[src/hw/reg_file.sv]
// register file
module reg_file (
  input  logic        clock,
  input  logic        reset,
  input  logic [4:0]  read_addr_s,
  input  logic [4:0]  read_addr_t,
  input  logic [4:0]  write_addr,
  input  logic [31:0] write_data,
  input  logic        write_en,
  output logic [31:0] data_s,
  output logic [31:0] data_t
);

  logic [31:0] regs [32];

  always_ff @(posedge clock) begin
    if (reset) begin
      for (int i = 0; i < 32; i++) begin
        regs[i] <= '0;
      end
    end else if (write_en && write_addr != 5'd0) begin  // r0 stays zero
      regs[write_addr] <= write_data;
    end
  end

  // both reads are asynchronous
  assign data_s = regs[read_addr_s];
  assign data_t = regs[read_addr_t];

endmodule

[config.mk]
export PLATFORM = sky130hd
export DESIGN_NAME = reg_file
export DESIGN_NICKNAME = d
export VERILOG_FILES = /design/src/hw/reg_file.sv
export SDC_FILE = /design/constraint.sdc
export NUM_CORES = 2
export LEC_CHECK = 0
export BUFFER_PORTS_ARGS = -buffer_cell sky130_fd_sc_hd__buf_2
export CAP_MARGIN = 0
export CORE_ASPECT_RATIO = 2
export CORE_MARGIN = 4
export CORE_UTILIZATION = 60
export DETAILED_ROUTE_END_ITERATION = 16
export PLACE_DENSITY = 0.81
export SLEW_MARGIN = 20
export SYNTH_ARGS = -nofsm -noshare
export SYNTH_HDL_FRONTEND = slang
export SYNTH_SLANG_ARGS = --single-unit
export TNS_END_PERCENT = 100
[constraint.sdc]
create_clock -name clock -period 5 [get_ports clock]
set_clock_uncertainty 0.15 [all_clocks]
set_input_delay 0.25 -clock clock [delete_from_list [all_inputs] [get_ports clock]]
set_output_delay 0.25 -clock clock [all_outputs]
set_load 0.02 [all_outputs]
==> summary.txt <==
Status - complete, no violations
Power Internal - 14.7 mW
Routed WL - 190000 um
Fmax - 0.305 GHz
Dpl ws - 1710 ps
DR iter-0 viols - 5230
Clock-pin slew on the worst setup and hold paths - 70 ps
Fin crit period - 3280 ps
Routed vias - 40700
Max FFs per register - 1024
Slew Viols, Final - 0
Final Hold Vio Count - 0
CP Buf/Inv Count - 3
Arrival time at the worst endpoint - 2880 ps
Kind of end point of the critical path - output port
Hold_buf cts - 5
Setup tns final - 0 ps
Total core area - 92500 sq um
Hold WC Path Type - in2reg
Leakage - 23.8 nW
CTS HTree Levels - 3
WL/cell - 32.7 um
Synth warn - 0
Sequential area share after synthesis - 55.0%
Psw - 5.22 mW
Initial antenna violation count - 8
Overflow after GRT - 0
GRT Util Overall - 37.7%
Die height - 440 um
Port Buffers - 113
Row Count - 158
CTS tree - yes
Sink Count - 1024
Setup ws final - 1720 ps
Crit Path Category - in2out
Final Net Count - 4598
PwrDens - 329 nW/um^2
RSZ-0062 raised after global routing - no
Total Power - 20.0 mW
Num ports - 114
Clock power share - 36.3%
Seq cells post-synth - 1024
Post-Synthesis Cells - 4605
Largest net degree at the start of global routing - 89
Worst-case clock buffer depth - 3
Mean Syn Cell Area - 12.1 sq um
Starting Density - 60.4%
Final Cycle Share - 65.6%
Most frequent cells in the layout - 1024 x mux2i_1, 1024 x edfxtp_1, 992 x and2_1, 194 x nand2_1, 193 x nand3_1
Vias in the first global route - 41400
Yosys cell types - 29
Slowest-stage cell, CP - buf_8
Worst EP required - 4600 ps
Worst slew margin - 15.0%
Crit-path max cell delay - 710 ps
Largest register by flop count - regs
Hpwl dp - 112000 um
Die Area - 98400 sq um
Hold_ws - 33.3 ps
Sequential share of power - 51.1%
Share of cells above drive strength 1 - 10.3%
Top delay family on crit path - buffers and inverters
Critical path fanouts, max - 88
Gpl congestion - 0.901
DIE WIDTH - 224 um
Combinational share of power - 12.6%
Synth-to-layout area growth - 8.47%
Worst Setup Start Kind - input pin
Switching Fraction - 26.1%
First-pass GRT wire length - 269000 um
Post-CTS Resized - 0
Remaining DRCs - 0
Post-CTS setup buffers - 0
CTS Buf Count - 88
Post-DR vias/cell - 6.99
1st-pass router iterations - 8
Crit-path cells - buf_8 > buf_4 > mux2i_1 > a22o_1 > nor3_1 > a31oi_1 > nand3_1 > buf_2
Synthesized area - 55900 sq um
Slew @ Worst Pin - 1270 ps
Post-route ant nets - 0
Final setup viols - 0
Clk root buf - clkbuf_16
Regs by FF count - regs (1024)
Peak VDD IR - 0.329 mV
Max-Cap Viols - 0
[power by group through the flow]
| stage | Combinational [mW] | Sequential, mW | Clock [mW] |
|---|---|---|---|
| finish | 2.52 | 10.2 | 7.25 |
| floorplan | 1.57 | 10.3 | 0 |
| CTS | 2.46 | 10.2 | 7.22 |
| detailed placement | 2.44 | 10.4 | 0 |
| global placement | 2.40 | 10.3 | 0 |
| global route | 2.60 | 10.2 | 7.57 |
[through the flow]
stage / instances / utilization [%] / instance area (sq um)
2_1_floorplan: 4636 / - / 56000
3_3_place_gp: 5653 / 62.3 / 57600
3_5_place_dp: 5653 / 62.3 / 57600
4_1_cts: 5816 / 65.5 / 60600
5_1_grt: 5816 / 65.5 / 60600
6_report: 5826 / 65.5 / 60600
[final cells by class]
| type | count | area, sq um |
|---|---|---|
| clock buffer | 100 | 2310 |
| antenna | 10 | 25.0 |
| tap | 1200 | 1500 |
| timing repair buffer | 268 | 2090 |
| multi-input combinational | 3166 | 23300 |
| sequential | 1024 | 30700 |
| fill | 6881 | 31900 |
| clock inverter | 58 | 639 |
[metal layers]
metal	part of all wire, %	up-vias	global-route usage [%]	routed length (um)
met3	10	1027	7.78	19300
li1	-	16700	-	-
met1	32	19900	41.6	60200
met5	0.018	-	0	35
met2	48	3063	62.1	91000
met4	10	4	32.3	19900
[synth_stat cells (all sizes together)]
master	number	area share, %
nand3	194	1.7
nand3b	4	0.060
nor3	64	0.57
nand2	196	1.3
edfxtp	1024	55
nor2b	5	0.056
mux2i	1024	18
a31oi	64	0.72
and2	994	11
nor2	35	0.36
a22o	128	2.0
a22oi	192	2.6
buf	212	2.3
a21oi	192	1.7
or3b	2	0.040
clkbuf	234	1.6
or2	33	0.37
conb	1	0.0067
or3	2	0.022
nand2b	5	0.056
[final timing paths]
kind	start	endpoint	slack, ps	depth (start not counted)
max	read_addr_s[1]	data_s[3]	1720	8
min	write_data[13]	regs[4][13]	30	2
[cell families (layout without fill, tap and decap cells)]
family	count (synthesis)	count (layout)	synth area share [%]
compound gates	576	576	7.02
buf+inv	446	426	3.90
flops	1024	1024	55.0
mux	1024	1024	18.3
other cells	1	42	0.00671
simple gates	1534	1534	15.7
Power figures use the tool's default switching activity.
