`config.mk`:
```
export PLATFORM = sky130hd
export DESIGN_NAME = alu
export DESIGN_NICKNAME = d
export VERILOG_FILES = /design/src/hw/mips_pkg.sv /design/src/hw/alu.sv
export SDC_FILE = /design/constraint.sdc
export NUM_CORES = 1
export LEC_CHECK = 0
export BUFFER_PORTS_ARGS = -buffer_cell sky130_fd_sc_hd__buf_2
export CAP_MARGIN = 20
export CELL_PAD_IN_SITES_DETAIL_PLACEMENT = 1
export CELL_PAD_IN_SITES_GLOBAL_PLACEMENT = 2
export CORE_MARGIN = 4
export CORE_UTILIZATION = 33
export DETAILED_ROUTE_END_ITERATION = 10
export PLACE_DENSITY = 0.85
export SLEW_MARGIN = 20
export SYNTH_ARGS = -nofsm -noshare
export SYNTH_HDL_FRONTEND = slang
export SYNTH_SLANG_ARGS = --single-unit
```
`constraint.sdc`:
```
create_clock -name vclk -period 3.2
set_input_delay 0 -clock vclk [all_inputs]
set_output_delay 0 -clock vclk [all_outputs]
set_load 0.005 [all_outputs]
```
`src/hw/mips_pkg.sv`:
```
// mips core shared types
package mips_pkg;

  // primary opcodes
  parameter logic [5:0] OP_RTYPE = 6'h00;
  parameter logic [5:0] OP_J     = 6'h02;
  parameter logic [5:0] OP_JAL   = 6'h03;
  parameter logic [5:0] OP_BEQ   = 6'h04;
  parameter logic [5:0] OP_ADDIU = 6'h09;
  parameter logic [5:0] OP_LW    = 6'h23;
  parameter logic [5:0] OP_SW    = 6'h2b;

  // funct codes, r-type only
  parameter logic [5:0] FN_ADDU = 6'h21;
  parameter logic [5:0] FN_SUBU = 6'h23;
  parameter logic [5:0] FN_AND  = 6'h24;
  parameter logic [5:0] FN_OR   = 6'h25;
  parameter logic [5:0] FN_SLT  = 6'h2a;

  typedef struct packed {
    logic [5:0] opcode;
    logic [4:0] rs;
    logic [4:0] rt;
    logic [4:0] rd;
    logic [4:0] shamt;
    logic [5:0] funct;
  } r_fmt_t;

  typedef struct packed {
    logic [5:0]  opcode;
    logic [4:0]  rs;
    logic [4:0]  rt;
    logic [15:0] imm16;
  } i_fmt_t;

  typedef struct packed {
    logic [5:0]  opcode;
    logic [25:0] target26;
  } j_fmt_t;

  // one instruction word, three ways to look at it
  typedef union packed {
    r_fmt_t r;
    i_fmt_t i;
    j_fmt_t j;
  } instr_t;

  typedef enum logic [2:0] {ALU_ADD, ALU_SUB, ALU_AND, ALU_OR, ALU_SLT} alu_op_e;
  typedef enum logic [1:0] {WB_ALU, WB_MEM, WB_LINK} wb_sel_e;   // link = pc+4
  typedef enum logic [1:0] {DST_RT, DST_RD, DST_RA} dst_sel_e;   // ra = r31

  typedef struct packed {
    alu_op_e  alu_op;
    logic     alu_src_imm;
    logic     reg_write;
    dst_sel_e dst_sel;
    wb_sel_e  wb_sel;
    logic     mem_read;
    logic     mem_write;
    logic     branch;
    logic     jump;
    logic     illegal;
  } ctrl_t;

  // wishbone classic, master to slave and back
  typedef struct packed {
    logic        cyc;
    logic        stb;
    logic        we;
    logic [31:0] adr;
    logic [31:0] dat;
    logic [3:0]  sel;
  } wb_m2s_t;

  typedef struct packed {
    logic        ack;
    logic [31:0] dat;
  } wb_s2m_t;

endpackage

```
`src/hw/alu.sv`:
```
// 32-bit alu
module alu (
  input  logic              [31:0] a,
  input  logic              [31:0] b,
  input  mips_pkg::alu_op_e        op,
  output logic              [31:0] result,
  output logic                     zero
);
  import mips_pkg::*;

  always_comb begin
    case (op)
      ALU_ADD: result = a + b;
      ALU_SUB: result = a - b;
      ALU_AND: result = a & b;
      ALU_OR:  result = a | b;
      ALU_SLT: result = {31'd0, $signed(a) < $signed(b)};  // signed compare
      default: result = '0;
    endcase
  end

  assign zero = (result == '0);  // beq decision

  // op comes from the decoder, which must only ever produce listed codes
  always_comb begin
    a_op_defined: assert (op inside {ALU_ADD, ALU_SUB, ALU_AND, ALU_OR, ALU_SLT})
      else $error("alu: undefined op %0d", op);
  end

endmodule

```
==> metrics.txt <==
status finished, violations left; failing checks setup timing; Switching Fraction 54.3%; critical path arrival 3.24 ns; HP Start op[2]; initial drt markers 558; Cell Area, Synth 5560 um2; Critical Path End Type output port; FFs & Latches 0; worst vdd rail ir drop 0.0000735 V; Least-Margin Pin Slew 1.18 ns; Area contributors post-synth ha_1 (24%), inv_1 (6.3%), a21oi_1 (6.2%), nor2_1 (4.7%), nand2_1 (3.8%); register area 0 um2; final worst setup slack -0.0402 ns; Clock buffer cells 0; LEAKAGE 4.14 nW; DRC viols 0; Synthesized Nets 1,006; most frequent cells in the layout buf_4 (222), buf_2 (95), ha_1 (90); Die Footprint roughly 19,000 um2; Worst Hold End result[1]; fin crit period ~3.2 ns; synthesized area per cell 6.68 um2; Post-DP Area around 8000 um2; clock network power share 0%; GRT overflow 0; NetSw 0.916 mW; Yosys warnings 0; Data required, critical path about 3.2 ns; Setup TNS -0.0402 ns; Worst Path Max Fanout 3; IO buf count 100; Util after Layout 51.5%; Ports 100; GRT Total Usage 26.6%; via count 7,837; sequential share of the synthesized area 0%; fmax 0.309 GHz; Setup Crit Path Kind in2out; commonest non-fill, non-tap cell in the layout buf_4; initial antenna violation count 1; routed len/inst 20.7 um; Slew Limit Fails 0; total wire length approximately 28 mm; post-route ant nets 0; chip width 138 um; Comb power frac 100.0%; post-route clock period utilization 101%; Area growth, synth to finish 53.1%; Initial Util 33.6%; core area 16,500 um2; Gate Count Post-Synth 832; top cell type's share of synthesized area a little under a quarter; hold crit path type in2out; Yosys top cell by area ha_1; total power 1.69 mW; final hold violations 0; cell row count 47; die height 138 um; Max-Slew Margin vs Limit 21.5%; Nets 1,289; proportion of layout cells with a drive suffix above 1 39.0%; first-pass GRT wire length 41.0 mm; Post-DP HPWL 21.5 mm; Reg power frac 0%; largest net degree at the start of global routing 29; Internal Pwr Total approximately 0.77 mW; n_diodes 0; hold path depth 4; drt pass-1 iters 5; Setup-failing EPs final 1; element type at the critical path start input port; vias per std cell 5.88; GP Congestion 0.955; number of library cell types mapped by synthesis 77; RSZ-0062 raised after global routing yes; Hold Slack 0.583 ns; number of global-route vias before repair around 8.0k; hold buffers post-CTS 0; maxcap violations 0; power density cells between 150 and 200 nW/um2; final instance area between 8000 and 9000 um2
==> stage by stage <==
stage / instances / setup slack, ns
6_report: 1333 / -0.0402
5_1_grt: 1333 / -0.160
4_1_cts: 1328 / 0.00116
3_5_place_dp: 1321 / -0.487
3_3_place_gp: 1321 / -0.324
2_1_floorplan: 832 / 0.415
==> final cells by class <==
class | instances | area (um2)
fillers | 2114 | 8020
multi-input cells | 688 | 5570
inverters | 96 | 373
repair buffers | 329 | 2290
well taps | 220 | 275
==> how the worst max path moves through the flow <==
stage / end / cells past startpoint / from / slack, ns
2_1_floorplan: zero / 12 / a[16] / 0.42
3_3_place_gp: zero / 17 / a[0] / -0.32
3_5_place_dp: zero / 16 / a[0] / -0.49
4_1_cts: zero / 15 / b[0] / 0.001
5_1_grt: zero / 17 / a[1] / -0.16
6_report: zero / 17 / a[1] / -0.04
==> what timing repair did <==
item                                    in CTS  in global routing
pin swaps                                   35                 46
buffers inserted                             7                  5
endpoints found under the setup margin       1                  2
gates resized for setup                     49                 94
cloned                                       0                  0
==> Yosys cell counts, types with 5 or more instances <==
cell         n
a221o_1      6
o21bai_1     7
or4_1        5
o2111ai_1    5
o21ai_0     30
o31ai_1     11
nand3_1     15
mux2i_1     10
o22ai_1      8
a211o_1      6
nor2_1      70
inv_1       93
o21a_1      10
nor4_1      16
nand2_1     57
clkbuf_1    34
nand4_1     12
and2_1       5
a2111oi_0    7
xnor2_1     12
a221oi_1     5
or3_1       14
o21ai_1      6
a21o_1      14
buf_2       10
o211ai_1    18
a211oi_1    13
a31oi_1     11
nor2b_1     15
nand2b_1    11
ha_1       105
nor3_1      27
and3_1       7
a21oi_1     69
==> cells by family (layout without fill, tap and decap cells) <==
family                     count (synthesis)  count (layout)  synth area share (%)
adders and majority gates                107             107                  24.4
muxes                                     10              10                  1.80
buffers and inverters                    144             425                  9.95
and+or+nand+nor                          272             272                  24.8
AOI/OAI and AO/OA                        285             285                  36.9
xor gates and xnor gates                  14              14                  2.21
==> power by group through the flow <==
stage	Clock [mW]	Combinational [mW]	Sequential, mW
after floorplan	0	0.743	0
after global placement	0	1.42	0
after detailed placement	0	1.46	0
after CTS	0	1.53	0
after global routing	0	1.81	0
final	0	1.69	0
==> routing by layer <==
layer,vias to the layer above,GRT usage [%],wire length [um],share of wire [%]
met3,97,3.21,1750,6.3
met4,2,10.2,1180,4.3
met5,-,0,7,0.025
li1,3619,-,-,-
met1,3785,32.4,11100,40
met2,334,47.5,13500,49
==> worst max-delay path, stage by stage <==
cell	delay, ns
buf_8	0.09
inv_4	0.04
buf_6	0.11
fa_2	0.41
nor2_2	0.10
o311a_1	0.25
buf_4	0.14
o211ai_1	0.14
buf_4	0.20
a221oi_4	0.29
xnor2_2	0.13
a211oi_2	0.23
nand4_1	0.17
nor4_4	0.33
nand4_1	0.19
and4bb_1	0.31
buf_2	0.11
No activity file was read; power rests on OpenSTA's default activity.
