$ cat src/hw/mips_pkg.sv
// mips core shared types
package mips_pkg;

  // primary opcodes
  parameter logic [5:0] OP_RTYPE = 6'h00;
  parameter logic [5:0] OP_J     = 6'h02;
  parameter logic [5:0] OP_JAL   = 6'h03;
  parameter logic [5:0] OP_BEQ   = 6'h04;
  parameter logic [5:0] OP_ADDIU = 6'h09;
  parameter logic [5:0] OP_LW    = 6'h23;
  parameter logic [5:0] OP_SW    = 6'h2b;

  // funct codes, r-type only
  parameter logic [5:0] FN_ADDU = 6'h21;
  parameter logic [5:0] FN_SUBU = 6'h23;
  parameter logic [5:0] FN_AND  = 6'h24;
  parameter logic [5:0] FN_OR   = 6'h25;
  parameter logic [5:0] FN_SLT  = 6'h2a;

  typedef struct packed {
    logic [5:0] opcode;
    logic [4:0] rs;
    logic [4:0] rt;
    logic [4:0] rd;
    logic [4:0] shamt;
    logic [5:0] funct;
  } r_fmt_t;

  typedef struct packed {
    logic [5:0]  opcode;
    logic [4:0]  rs;
    logic [4:0]  rt;
    logic [15:0] imm16;
  } i_fmt_t;

  typedef struct packed {
    logic [5:0]  opcode;
    logic [25:0] target26;
  } j_fmt_t;

  // one instruction word, three ways to look at it
  typedef union packed {
    r_fmt_t r;
    i_fmt_t i;
    j_fmt_t j;
  } instr_t;

  typedef enum logic [2:0] {ALU_ADD, ALU_SUB, ALU_AND, ALU_OR, ALU_SLT} alu_op_e;
  typedef enum logic [1:0] {WB_ALU, WB_MEM, WB_LINK} wb_sel_e;   // link = pc+4
  typedef enum logic [1:0] {DST_RT, DST_RD, DST_RA} dst_sel_e;   // ra = r31

  typedef struct packed {
    alu_op_e  alu_op;
    logic     alu_src_imm;
    logic     reg_write;
    dst_sel_e dst_sel;
    wb_sel_e  wb_sel;
    logic     mem_read;
    logic     mem_write;
    logic     branch;
    logic     jump;
    logic     illegal;
  } ctrl_t;

  // wishbone classic, master to slave and back
  typedef struct packed {
    logic        cyc;
    logic        stb;
    logic        we;
    logic [31:0] adr;
    logic [31:0] dat;
    logic [3:0]  sel;
  } wb_m2s_t;

  typedef struct packed {
    logic        ack;
    logic [31:0] dat;
  } wb_s2m_t;

endpackage

$ cat src/hw/decode_control.sv
// instruction decode and control
module decode_control (
  input  mips_pkg::instr_t instr,
  output mips_pkg::ctrl_t  ctrl,
  output logic [4:0]       rs,
  output logic [4:0]       rt,
  output logic [4:0]       rd,
  output logic [31:0]      imm_ext,
  output logic [25:0]      jump_target
);
  import mips_pkg::*;

  // rs and rt sit at the same bits in r and i format
  assign rs          = instr.i.rs;
  assign rt          = instr.i.rt;
  assign rd          = instr.r.rd;
  assign imm_ext     = {{16{instr.i.imm16[15]}}, instr.i.imm16};
  assign jump_target = instr.j.target26;

  always_comb begin
    ctrl = '0;  // add, rt, alu write-back, nothing enabled
    case (instr.r.opcode)
      OP_RTYPE: begin
        ctrl.reg_write = 1'b1;
        ctrl.dst_sel   = DST_RD;
        case (instr.r.funct)
          FN_ADDU: ctrl.alu_op = ALU_ADD;
          FN_SUBU: ctrl.alu_op = ALU_SUB;
          FN_AND:  ctrl.alu_op = ALU_AND;
          FN_OR:   ctrl.alu_op = ALU_OR;
          FN_SLT:  ctrl.alu_op = ALU_SLT;
          default: begin
            ctrl.reg_write = 1'b0;  // unknown funct runs as a nop
            ctrl.illegal   = 1'b1;
          end
        endcase
      end
      OP_ADDIU: begin
        ctrl.alu_src_imm = 1'b1;
        ctrl.reg_write   = 1'b1;
      end
      OP_LW: begin
        ctrl.alu_src_imm = 1'b1;  // base + offset
        ctrl.reg_write   = 1'b1;
        ctrl.mem_read    = 1'b1;
        ctrl.wb_sel      = WB_MEM;
      end
      OP_SW: begin
        ctrl.alu_src_imm = 1'b1;
        ctrl.mem_write   = 1'b1;
      end
      OP_BEQ: begin
        ctrl.alu_op = ALU_SUB;  // zero flag gives rs == rt
        ctrl.branch = 1'b1;
      end
      OP_J:   ctrl.jump = 1'b1;
      OP_JAL: begin
        ctrl.jump      = 1'b1;
        ctrl.reg_write = 1'b1;
        ctrl.dst_sel   = DST_RA;
        ctrl.wb_sel    = WB_LINK;
      end
      default: ctrl.illegal = 1'b1;
    endcase
  end

endmodule

$ cat config.mk
export PLATFORM = sky130hd
export DESIGN_NAME = decode_control
export DESIGN_NICKNAME = d
export VERILOG_FILES = /design/src/hw/mips_pkg.sv /design/src/hw/decode_control.sv
export SDC_FILE = /design/constraint.sdc
export NUM_CORES = 1
export LEC_CHECK = 0
export BUFFER_PORTS_ARGS = -buffer_cell sky130_fd_sc_hd__buf_2
export CAP_MARGIN = 20
export CORE_ASPECT_RATIO = 1.1
export CORE_MARGIN = 2
export CORE_UTILIZATION = 25
export DETAILED_ROUTE_END_ITERATION = 6
export GPL_ROUTABILITY_DRIVEN = 1
export PLACE_DENSITY = 0.66
export SLEW_MARGIN = 20
export SYNTH_ARGS = -nofsm -noshare
export SYNTH_HDL_FRONTEND = slang
export SYNTH_SLANG_ARGS = --single-unit
$ cat constraint.sdc
create_clock -name vclk -period 3
set_input_delay 0.3 -clock vclk [all_inputs]
set_output_delay 0.3 -clock vclk [all_outputs]
set_load 0.1 [all_outputs]
==> results.sh <==
export IMPL_antenna_cells_inserted=0
export IMPL_drc_errors=11
export IMPL_worst_slew_margin_rel=0.6703
export IMPL_gp_weighted_congestion=0.6756
export IMPL_vdd_ir_drop_worst_mv=0.08278
export IMPL_fin_max_slew_vios=0
export IMPL_layout_filler_cells=375
export IMPL_place_area_um2=508.0
export IMPL_preCtsSetupSlack_ns=0.9068
export IMPL_final_min_clock_period_ns=2.088
export IMPL_nets=112
export IMPL_pin_count_of_the_biggest_net_entering_global_routing=20
export IMPL_min_path_type="in -> out"
export IMPL_clock_buffers=0
export IMPL_grt_pass1_vias=422
export IMPL_antenna_found_initial=0
export IMPL_floorplan_initialDensity=0.2676
export IMPL_failed_checks="DRC"
export IMPL_cp_data_required_time_ns=2.70
export IMPL_fraction_of_the_core_area_covered_by_cells_at_the_end_of_the_flow=0.1638
export IMPL_fin_tns_setup_ns=0
export IMPL_num_rows=21
export IMPL_multiInputGateArea_um2=267.8
export IMPL_route_detailed_wl_per_inst_um=12.87
export IMPL_crit_path_max_fanout=7
export IMPL_status="finished with violations"
export IMPL_setup_slack_ns=0.9118
export IMPL_globalRouteTotalUtil=0.06483
export IMPL_hold_path_depth=0
export IMPL_wire_length_of_the_first_global_routing_pass_mm=2.070
export IMPL_dr_first_iter_drc_count=21
export IMPL_post_cts_setup_buffer_count=0
export IMPL_hold_viol=0
export IMPL_die_width_um=58.92
export IMPL_critical_path_arrival_ns=1.79
export IMPL_synth_nets=147
export IMPL_report_final_setup_viol=0
export IMPL_drive_gt1_frac=0.5641
export IMPL_core_footprint_um2=3100
export IMPL_cts_repair_resized=0
export IMPL_setup_worst_path_start_class="primary input"
export IMPL_worst_slew_pin_transition_ns=0.4980
export IMPL_most_common_layout_cells="sky130_fd_sc_hd__buf_2 (38), sky130_fd_sc_hd__nor2_1 (6), sky130_fd_sc_hd__nand2_1 (4)"
export IMPL_synthesis_warnings=0
export IMPL_postSynthAreaPerCell_um2=7.213
export IMPL_postSynthCellCount=115
export IMPL_fp_dieH_um=64.42
export IMPL_cap_violations=0
export IMPL_detailed_place_hpwl_mm=1.186
export IMPL_design_seq_count=0
export IMPL_postRouteWirelength_mm=1.441
export IMPL_grt_overflow_total=0
export IMPL_setup_worst_path_class="in -> out"
export IMPL_die_area_um2=3795
export IMPL_postRouteAntennaNets=0
export IMPL_area_sequential_um2=0
export IMPL_p_per_area_nw_per_um2=258.1
export IMPL_p_leak_nw=0.2599
export IMPL_detail_route_vias_per_cell=4.509
export IMPL_hold_buffers=0
export IMPL_postLayoutCellArea_um2=508.0
export IMPL_total_power_uw=131.1
export IMPL_final_common_cell="sky130_fd_sc_hd__buf_2"
export IMPL_endpoint_kind="output port"
export IMPL_rsz0062_at_grt="no"
export IMPL_synth_area_um2=829.5
export IMPL_firstDrtPassIters=6
export IMPL_io_pins=119
export IMPL_finalCritPeriodShare=0.6961
export IMPL_post_synth_num_cell_types=25
export IMPL_seq_area_frac_synth=0
export IMPL_timing_fmax_mhz=478.9
export IMPL_area_growth_synth_to_final_pct=-38.76
export IMPL_placement_io_buffers=38
export IMPL_vias=505
## worst max-delay path, cell delays in order
cell                     delay [ns]
sky130_fd_sc_hd__buf_2         0.14
sky130_fd_sc_hd__or4_4         0.58
sky130_fd_sc_hd__nor3_4        0.17
sky130_fd_sc_hd__and3_1        0.17
sky130_fd_sc_hd__buf_2         0.42
## metal layers
layer / wire, µm / GRT usage
met1: 558 / 0.08293
met2: 493 / 0.08194
met3: 268 / 0.01597
met4: 120 / 0.06818
met5: 0 / 0
## logic make-up after synthesis
group / count (synthesis) / synth area share
simple gates: 28 / 0.2097
xor+xnor: 1 / 0.01056
buf+inv: 77 / 0.6923
compound gates: 9 / 0.08748
## area by class of cell
| type | instances | area share |
|---|---|---|
| well taps | 34 | 0.08374 |
| multi-input cells | 38 | 0.5271 |
| inverters | 2 | 0.01478 |
| repair buffers | 38 | 0.3744 |
## path summary, 6_finish.rpt
kind                       from        to
worst min-delay path  instr[18]     rt[2]
worst max-delay path  instr[31]  ctrl[13]
## metrics by stage
step | hold WS (ns) | instances
after floorplan | 0.7116 | 115
after global placement | 0.6011 | 112
after detailed placement | 0.6011 | 112
after CTS | 0.6011 | 112
after global routing | 0.6003 | 112
final | 0.6001 | 112
## power breakdown
group | total [mW] | internal (mW) | switching (mW)
clock network | 0 | 0 | 0
logic | 0.131 | 0.0224 | 0.109
registers | 0 | 0 | 0
total | 0.131 | 0.0224 | 0.109
## synth_stat cells (2+ instances only)
cell type                  instances  share of area
sky130_fd_sc_hd__nand2_1           4          0.018
sky130_fd_sc_hd__and3_1            2          0.015
sky130_fd_sc_hd__buf_4            74           0.67
sky130_fd_sc_hd__nor2_1            6          0.027
sky130_fd_sc_hd__a21oi_1           2          0.012
sky130_fd_sc_hd__nand2b_1          3          0.023
sky130_fd_sc_hd__nor3b_1           2          0.018
sky130_fd_sc_hd__nor4_1            3          0.023
sky130_fd_sc_hd__inv_1             2         0.0091
sky130_fd_sc_hd__a21boi_0          2          0.018
Note: power is estimated with default switching activity, not from simulation.
