$ cat config.mk
export PLATFORM = sky130hd
export DESIGN_NAME = data_bus_master
export DESIGN_NICKNAME = d
export VERILOG_FILES = /design/src/hw/mips_pkg.sv /design/src/hw/data_bus_master.sv
export SDC_FILE = /design/constraint.sdc
export NUM_CORES = 1
export LEC_CHECK = 0
export BUFFER_PORTS_ARGS = -buffer_cell sky130_fd_sc_hd__buf_4
export CORE_ASPECT_RATIO = 0.9
export CORE_MARGIN = 2
export CORE_UTILIZATION = 30
export CTS_BUF_LIST = sky130_fd_sc_hd__clkbuf_2 sky130_fd_sc_hd__clkbuf_4 sky130_fd_sc_hd__clkbuf_8
export DETAILED_ROUTE_END_ITERATION = 10
export GPL_ROUTABILITY_DRIVEN = 0
export HOLD_SLACK_MARGIN = 0.03
export PLACE_DENSITY = 0.69
export SYNTH_ARGS = -nofsm -noshare
export SYNTH_HDL_FRONTEND = slang
export SYNTH_SLANG_ARGS = --single-unit
export TNS_END_PERCENT = 100
$ cat constraint.sdc
create_clock -name clock -period 3.5 [get_ports clock]
set_input_delay 0.175 -clock clock [delete_from_list [all_inputs] [get_ports clock]]
set_output_delay 0.175 -clock clock [all_outputs]
set_load 0.02 [all_outputs]
$ cat src/hw/mips_pkg.sv
// mips core shared types
package mips_pkg;

  // primary opcodes
  parameter logic [5:0] OP_RTYPE = 6'h00;
  parameter logic [5:0] OP_J     = 6'h02;
  parameter logic [5:0] OP_JAL   = 6'h03;
  parameter logic [5:0] OP_BEQ   = 6'h04;
  parameter logic [5:0] OP_ADDIU = 6'h09;
  parameter logic [5:0] OP_LW    = 6'h23;
  parameter logic [5:0] OP_SW    = 6'h2b;

  // funct codes, r-type only
  parameter logic [5:0] FN_ADDU = 6'h21;
  parameter logic [5:0] FN_SUBU = 6'h23;
  parameter logic [5:0] FN_AND  = 6'h24;
  parameter logic [5:0] FN_OR   = 6'h25;
  parameter logic [5:0] FN_SLT  = 6'h2a;

  typedef struct packed {
    logic [5:0] opcode;
    logic [4:0] rs;
    logic [4:0] rt;
    logic [4:0] rd;
    logic [4:0] shamt;
    logic [5:0] funct;
  } r_fmt_t;

  typedef struct packed {
    logic [5:0]  opcode;
    logic [4:0]  rs;
    logic [4:0]  rt;
    logic [15:0] imm16;
  } i_fmt_t;

  typedef struct packed {
    logic [5:0]  opcode;
    logic [25:0] target26;
  } j_fmt_t;

  // one instruction word, three ways to look at it
  typedef union packed {
    r_fmt_t r;
    i_fmt_t i;
    j_fmt_t j;
  } instr_t;

  typedef enum logic [2:0] {ALU_ADD, ALU_SUB, ALU_AND, ALU_OR, ALU_SLT} alu_op_e;
  typedef enum logic [1:0] {WB_ALU, WB_MEM, WB_LINK} wb_sel_e;   // link = pc+4
  typedef enum logic [1:0] {DST_RT, DST_RD, DST_RA} dst_sel_e;   // ra = r31

  typedef struct packed {
    alu_op_e  alu_op;
    logic     alu_src_imm;
    logic     reg_write;
    dst_sel_e dst_sel;
    wb_sel_e  wb_sel;
    logic     mem_read;
    logic     mem_write;
    logic     branch;
    logic     jump;
    logic     illegal;
  } ctrl_t;

  // wishbone classic, master to slave and back
  typedef struct packed {
    logic        cyc;
    logic        stb;
    logic        we;
    logic [31:0] adr;
    logic [31:0] dat;
    logic [3:0]  sel;
  } wb_m2s_t;

  typedef struct packed {
    logic        ack;
    logic [31:0] dat;
  } wb_s2m_t;

endpackage

$ cat src/hw/data_bus_master.sv
// wishbone data master
module data_bus_master (
  input  logic              clock,
  input  logic              reset,
  input  logic              mem_read,
  input  logic              mem_write,
  input  logic [31:0]       addr,
  input  logic [31:0]       wdata,
  input  mips_pkg::wb_s2m_t wb_in,
  output mips_pkg::wb_m2s_t wb_out,
  output logic [31:0]       rdata,
  output logic              stall
);
  import mips_pkg::*;

  logic        busy;  // bus cycle open
  logic        we_q;
  logic [31:0] adr_q;
  logic [31:0] dat_q;
  logic        req;

  assign req = mem_read | mem_write;

  always_ff @(posedge clock) begin
    if (reset) begin
      busy <= 1'b0;
      we_q <= 1'b0;
    end else if (busy) begin
      if (wb_in.ack) begin  // close on the edge after ack
        busy <= 1'b0;
        we_q <= 1'b0;
      end
    end else if (req) begin
      busy <= 1'b1;
      we_q <= mem_write;
    end
  end

  // payload latched once per cycle and held until ack
  always_ff @(posedge clock) begin
    if (!busy && req) begin
      adr_q <= addr;
      dat_q <= wdata;
    end
  end

  always_comb begin
    wb_out.cyc = busy;
    wb_out.stb = busy;
    wb_out.we  = we_q;
    wb_out.adr = adr_q;
    wb_out.dat = dat_q;
    wb_out.sel = 4'hF;  // word access only
  end

  assign stall = req && !(busy && wb_in.ack);  // retire on the ack edge
  assign rdata = wb_in.dat;                    // written back on that same edge

  a_stb_with_cyc: assert property (
    @(posedge clock) disable iff (reset) wb_out.stb |-> wb_out.cyc
  ) else $error("wb: stb without cyc");

  a_hold_until_ack: assert property (
    @(posedge clock) disable iff (reset)
    (wb_out.stb && !wb_in.ack) |=>
      ($stable(wb_out.adr) && $stable(wb_out.we) && $stable(wb_out.dat))
  ) else $error("wb: request changed before ack");

  a_one_access: assert property (
    @(posedge clock) disable iff (reset) !(mem_read && mem_write)
  ) else $error("wb: read and write requested together");

endmodule

==> flow_summary.ini <==
[synth]
synth_top_family_by_area = buffers and inverters
synth.area.top_cells = edfxtp_1, buf_4, dfxtp_1
synthSimpleGateAreaFrac_pct = 0.865
synth.distinct_cells = 12
yosysTopAreaCellShare_pct = 83.1
synth_fa_ha_area_share_pct = 0
synth_xor_area_share_pct = 0
syn-cell-area_sq_mm = 0.00231
synth_cells = 115
synth_seq_cells = 66
avgSynthCellArea_sq_um = 20.1
yosysTopAreaCell = edfxtp_1
synth_compound_area_share_pct = 0.919
ys_seq_area_share_pct = 84.8
yosysWarnings = 0
muxShareOfSynthArea_pct = 0.433

[setup_path]
worstPathArrival_ns = 1.54
r2r-start = busy$_SDFF_PP0_
worstReg2RegEnd = adr_q[30]$_DFFE_PP_
reg2reg_slack_ns = 1.92
critPathLaunch = busy$_SDFF_PP0_
crit_path_max_fanout = 64
startpoint_type = register
cp_data_required_time_ns = 3.46
critPathCaptureType = register
critPathKind = register to register
r2r_cells = 2
endpoint = adr_q[30]$_DFFE_PP_

[sta]
whs_ns = 0.243
max-slew-margin-rel_pct = 46.7
tns_ns = 0
setup_viol = 0
worst_pin_slew_ns = 0.799
finalMaxSlewViolations = 0
max_freq_mhz = 634
period_minus_slack_ns = 1.58
finalHoldViolations = 0
skew_ns = 0.00682
rsz0062_at_grt = false
post-route-period-util_pct = 45.1

[finish]
drive_gt1_share_pct = 51.3
nNetsFinal = 394
fin_cells = 394
fillers = 613
diodes = 0
area_growth_pct = 75.8

[floorplan]
chipHeight_um = 87.3
io-pin-count = 205
fp.coreArea_sq_mm = 0.00751
start_util_pct = 30.8
die_area_sq_mm = 0.00843
rows = 30
die_w_um = 96.6

[power_and_ir_drop]
power_density_mw_per_mm2 = 485
power_mw = 1.97
vdd_drop_max_v = 0.000171
p_leak_nw = 1.72

[drt]
wl_per_cell_um = 14.0
wirelength_um = 5500
remaining_drc_errors = 0
dr.pass1.iters = 4
ant_nets = 0
routed_via_density = 4.03
via_count = 1586
drt-initial-drc-count = 38

[clock_network]
root_buffer = clkbuf_8
cts_buffers = 9
h-tree-depth = 3
tritoncts = done
clk_path_buf_depth = 2
insertion_delay_ns = 0.33
clk_pin_slew_worst_paths_ns = 0.07
cts.sinks = 66
cts_resized = 0

[run_status]
status = completed

[place]
dp_hpwl_um = 3590
place.port_buffers = 136
dpl.cell_count = 312

[global_route]
first_global_vias = 1520
grt_pass1_wl_um = 7390
grt_max_degree = 65
antenna_found_initial = 0
grtUsageTotal_pct = 12.3
grt_overflow = 0

[flow_run]
cap_violations = 0

[hold_path]
hp-class = input pin to register
## cell type report
type	count	area, sq um	area share (%)
timing repair buffer	203	1690	41.5
inverter	1	3.75	0.0923
tap	96	120	2.95
multi-input combinational	12	73.8	1.82
sequential	66	1960	48.2
clock inverter	7	93.8	2.31
clock buffer	9	124	3.05
## layout by cell type, fill, tap and decap left out, drive strengths merged
cell         count
clkinvlp         1
a31o             1
mux2i            1
bufinv           2
clkbuf           9
nor3b            1
conb             4
buf            137
dlygate4sd3     66
inv              1
nor2             2
a211oi           1
clkinv           4
a21oi            1
nor3             1
edfxtp          64
dfxtp            2
## per-layer routing
metal | vias up | global-route usage, % | part of all wire [%] | routed length [um]
met4 | 0 | 8.71 | 2.8 | 155
met1 | 733 | 11.9 | 35 | 1900
met2 | 94 | 21.1 | 51 | 2830
li1 | 735 | - | - | -
met5 | - | 0 | 0 | 0
met3 | 24 | 5.19 | 11 | 619
## worst min path at each step
stage                          from                end  slack [ns]  depth (start not counted)
after floorplan               reset    busy$_SDFF_PP0_        0.25                          1
after global placement    wb_in[18]          rdata[18]        0.35                          0
after detailed placement  wb_in[18]          rdata[18]        0.35                          0
after CTS                  mem_read  we_q$_SDFFE_PP0P_        0.21                          3
after global routing       mem_read  we_q$_SDFFE_PP0P_        0.25                          3
final                      mem_read  we_q$_SDFFE_PP0P_        0.24                          3
## stage by stage
stage	setup WS, ns	util [%]	instance area, sq um
detailed placement	1.91	42.5	3190
floorplan	1.01	-	2330
finish	1.92	54.2	4070
global route	1.80	54.2	4070
global placement	1.97	42.5	3190
CTS	1.89	54.2	4070
## power breakdown
part	internal, mW	switching [mW]	total [mW]	leakage (nW)
sequential	0.941	0.0185	0.960	0.642
combinational	0.170	0.154	0.325	0.971
clock	0.400	0.289	0.688	0.107
total	1.51	0.462	1.97	1.72
## cells in the mapped netlist
| library cell | number |
|---|---|
| nor3_1 | 1 |
| edfxtp_1 | 64 |
| a211oi_1 | 1 |
| nor2_1 | 2 |
| mux2i_1 | 1 |
| dfxtp_1 | 2 |
| conb_1 | 1 |
| a31o_1 | 1 |
| a21oi_1 | 1 |
| inv_1 | 1 |
| nor3b_1 | 1 |
| buf_4 | 39 |
## sequential cells by signal, summed over array words and instances, names as in the netlist
signal,cells
busy,1
we_q,1
adr_q,32
dat_q,32
## critical path, stage by stage (launching register included)
cell and delay, ns:
dfxtp_1 0.41, nor2_4 0.13, buf_4 0.62
## timing repair
| action | CTS | global route |
|---|---|---|
| setup endpoints to repair | 0 | 0 |
| endpoints found under the hold margin | 65 | 0 |
| hold buffers | 66 | 0 |
| buffers inserted | 0 | 0 |
## kinds of logic after synthesis
group                  count (synthesis)
AOI/OAI and AO/OA                      3
DFF                                   66
muxes                                  1
buffers and inverters                 40
other                                  1
and+or+nand+nor                        4
(Power assumes the default switching activity.)
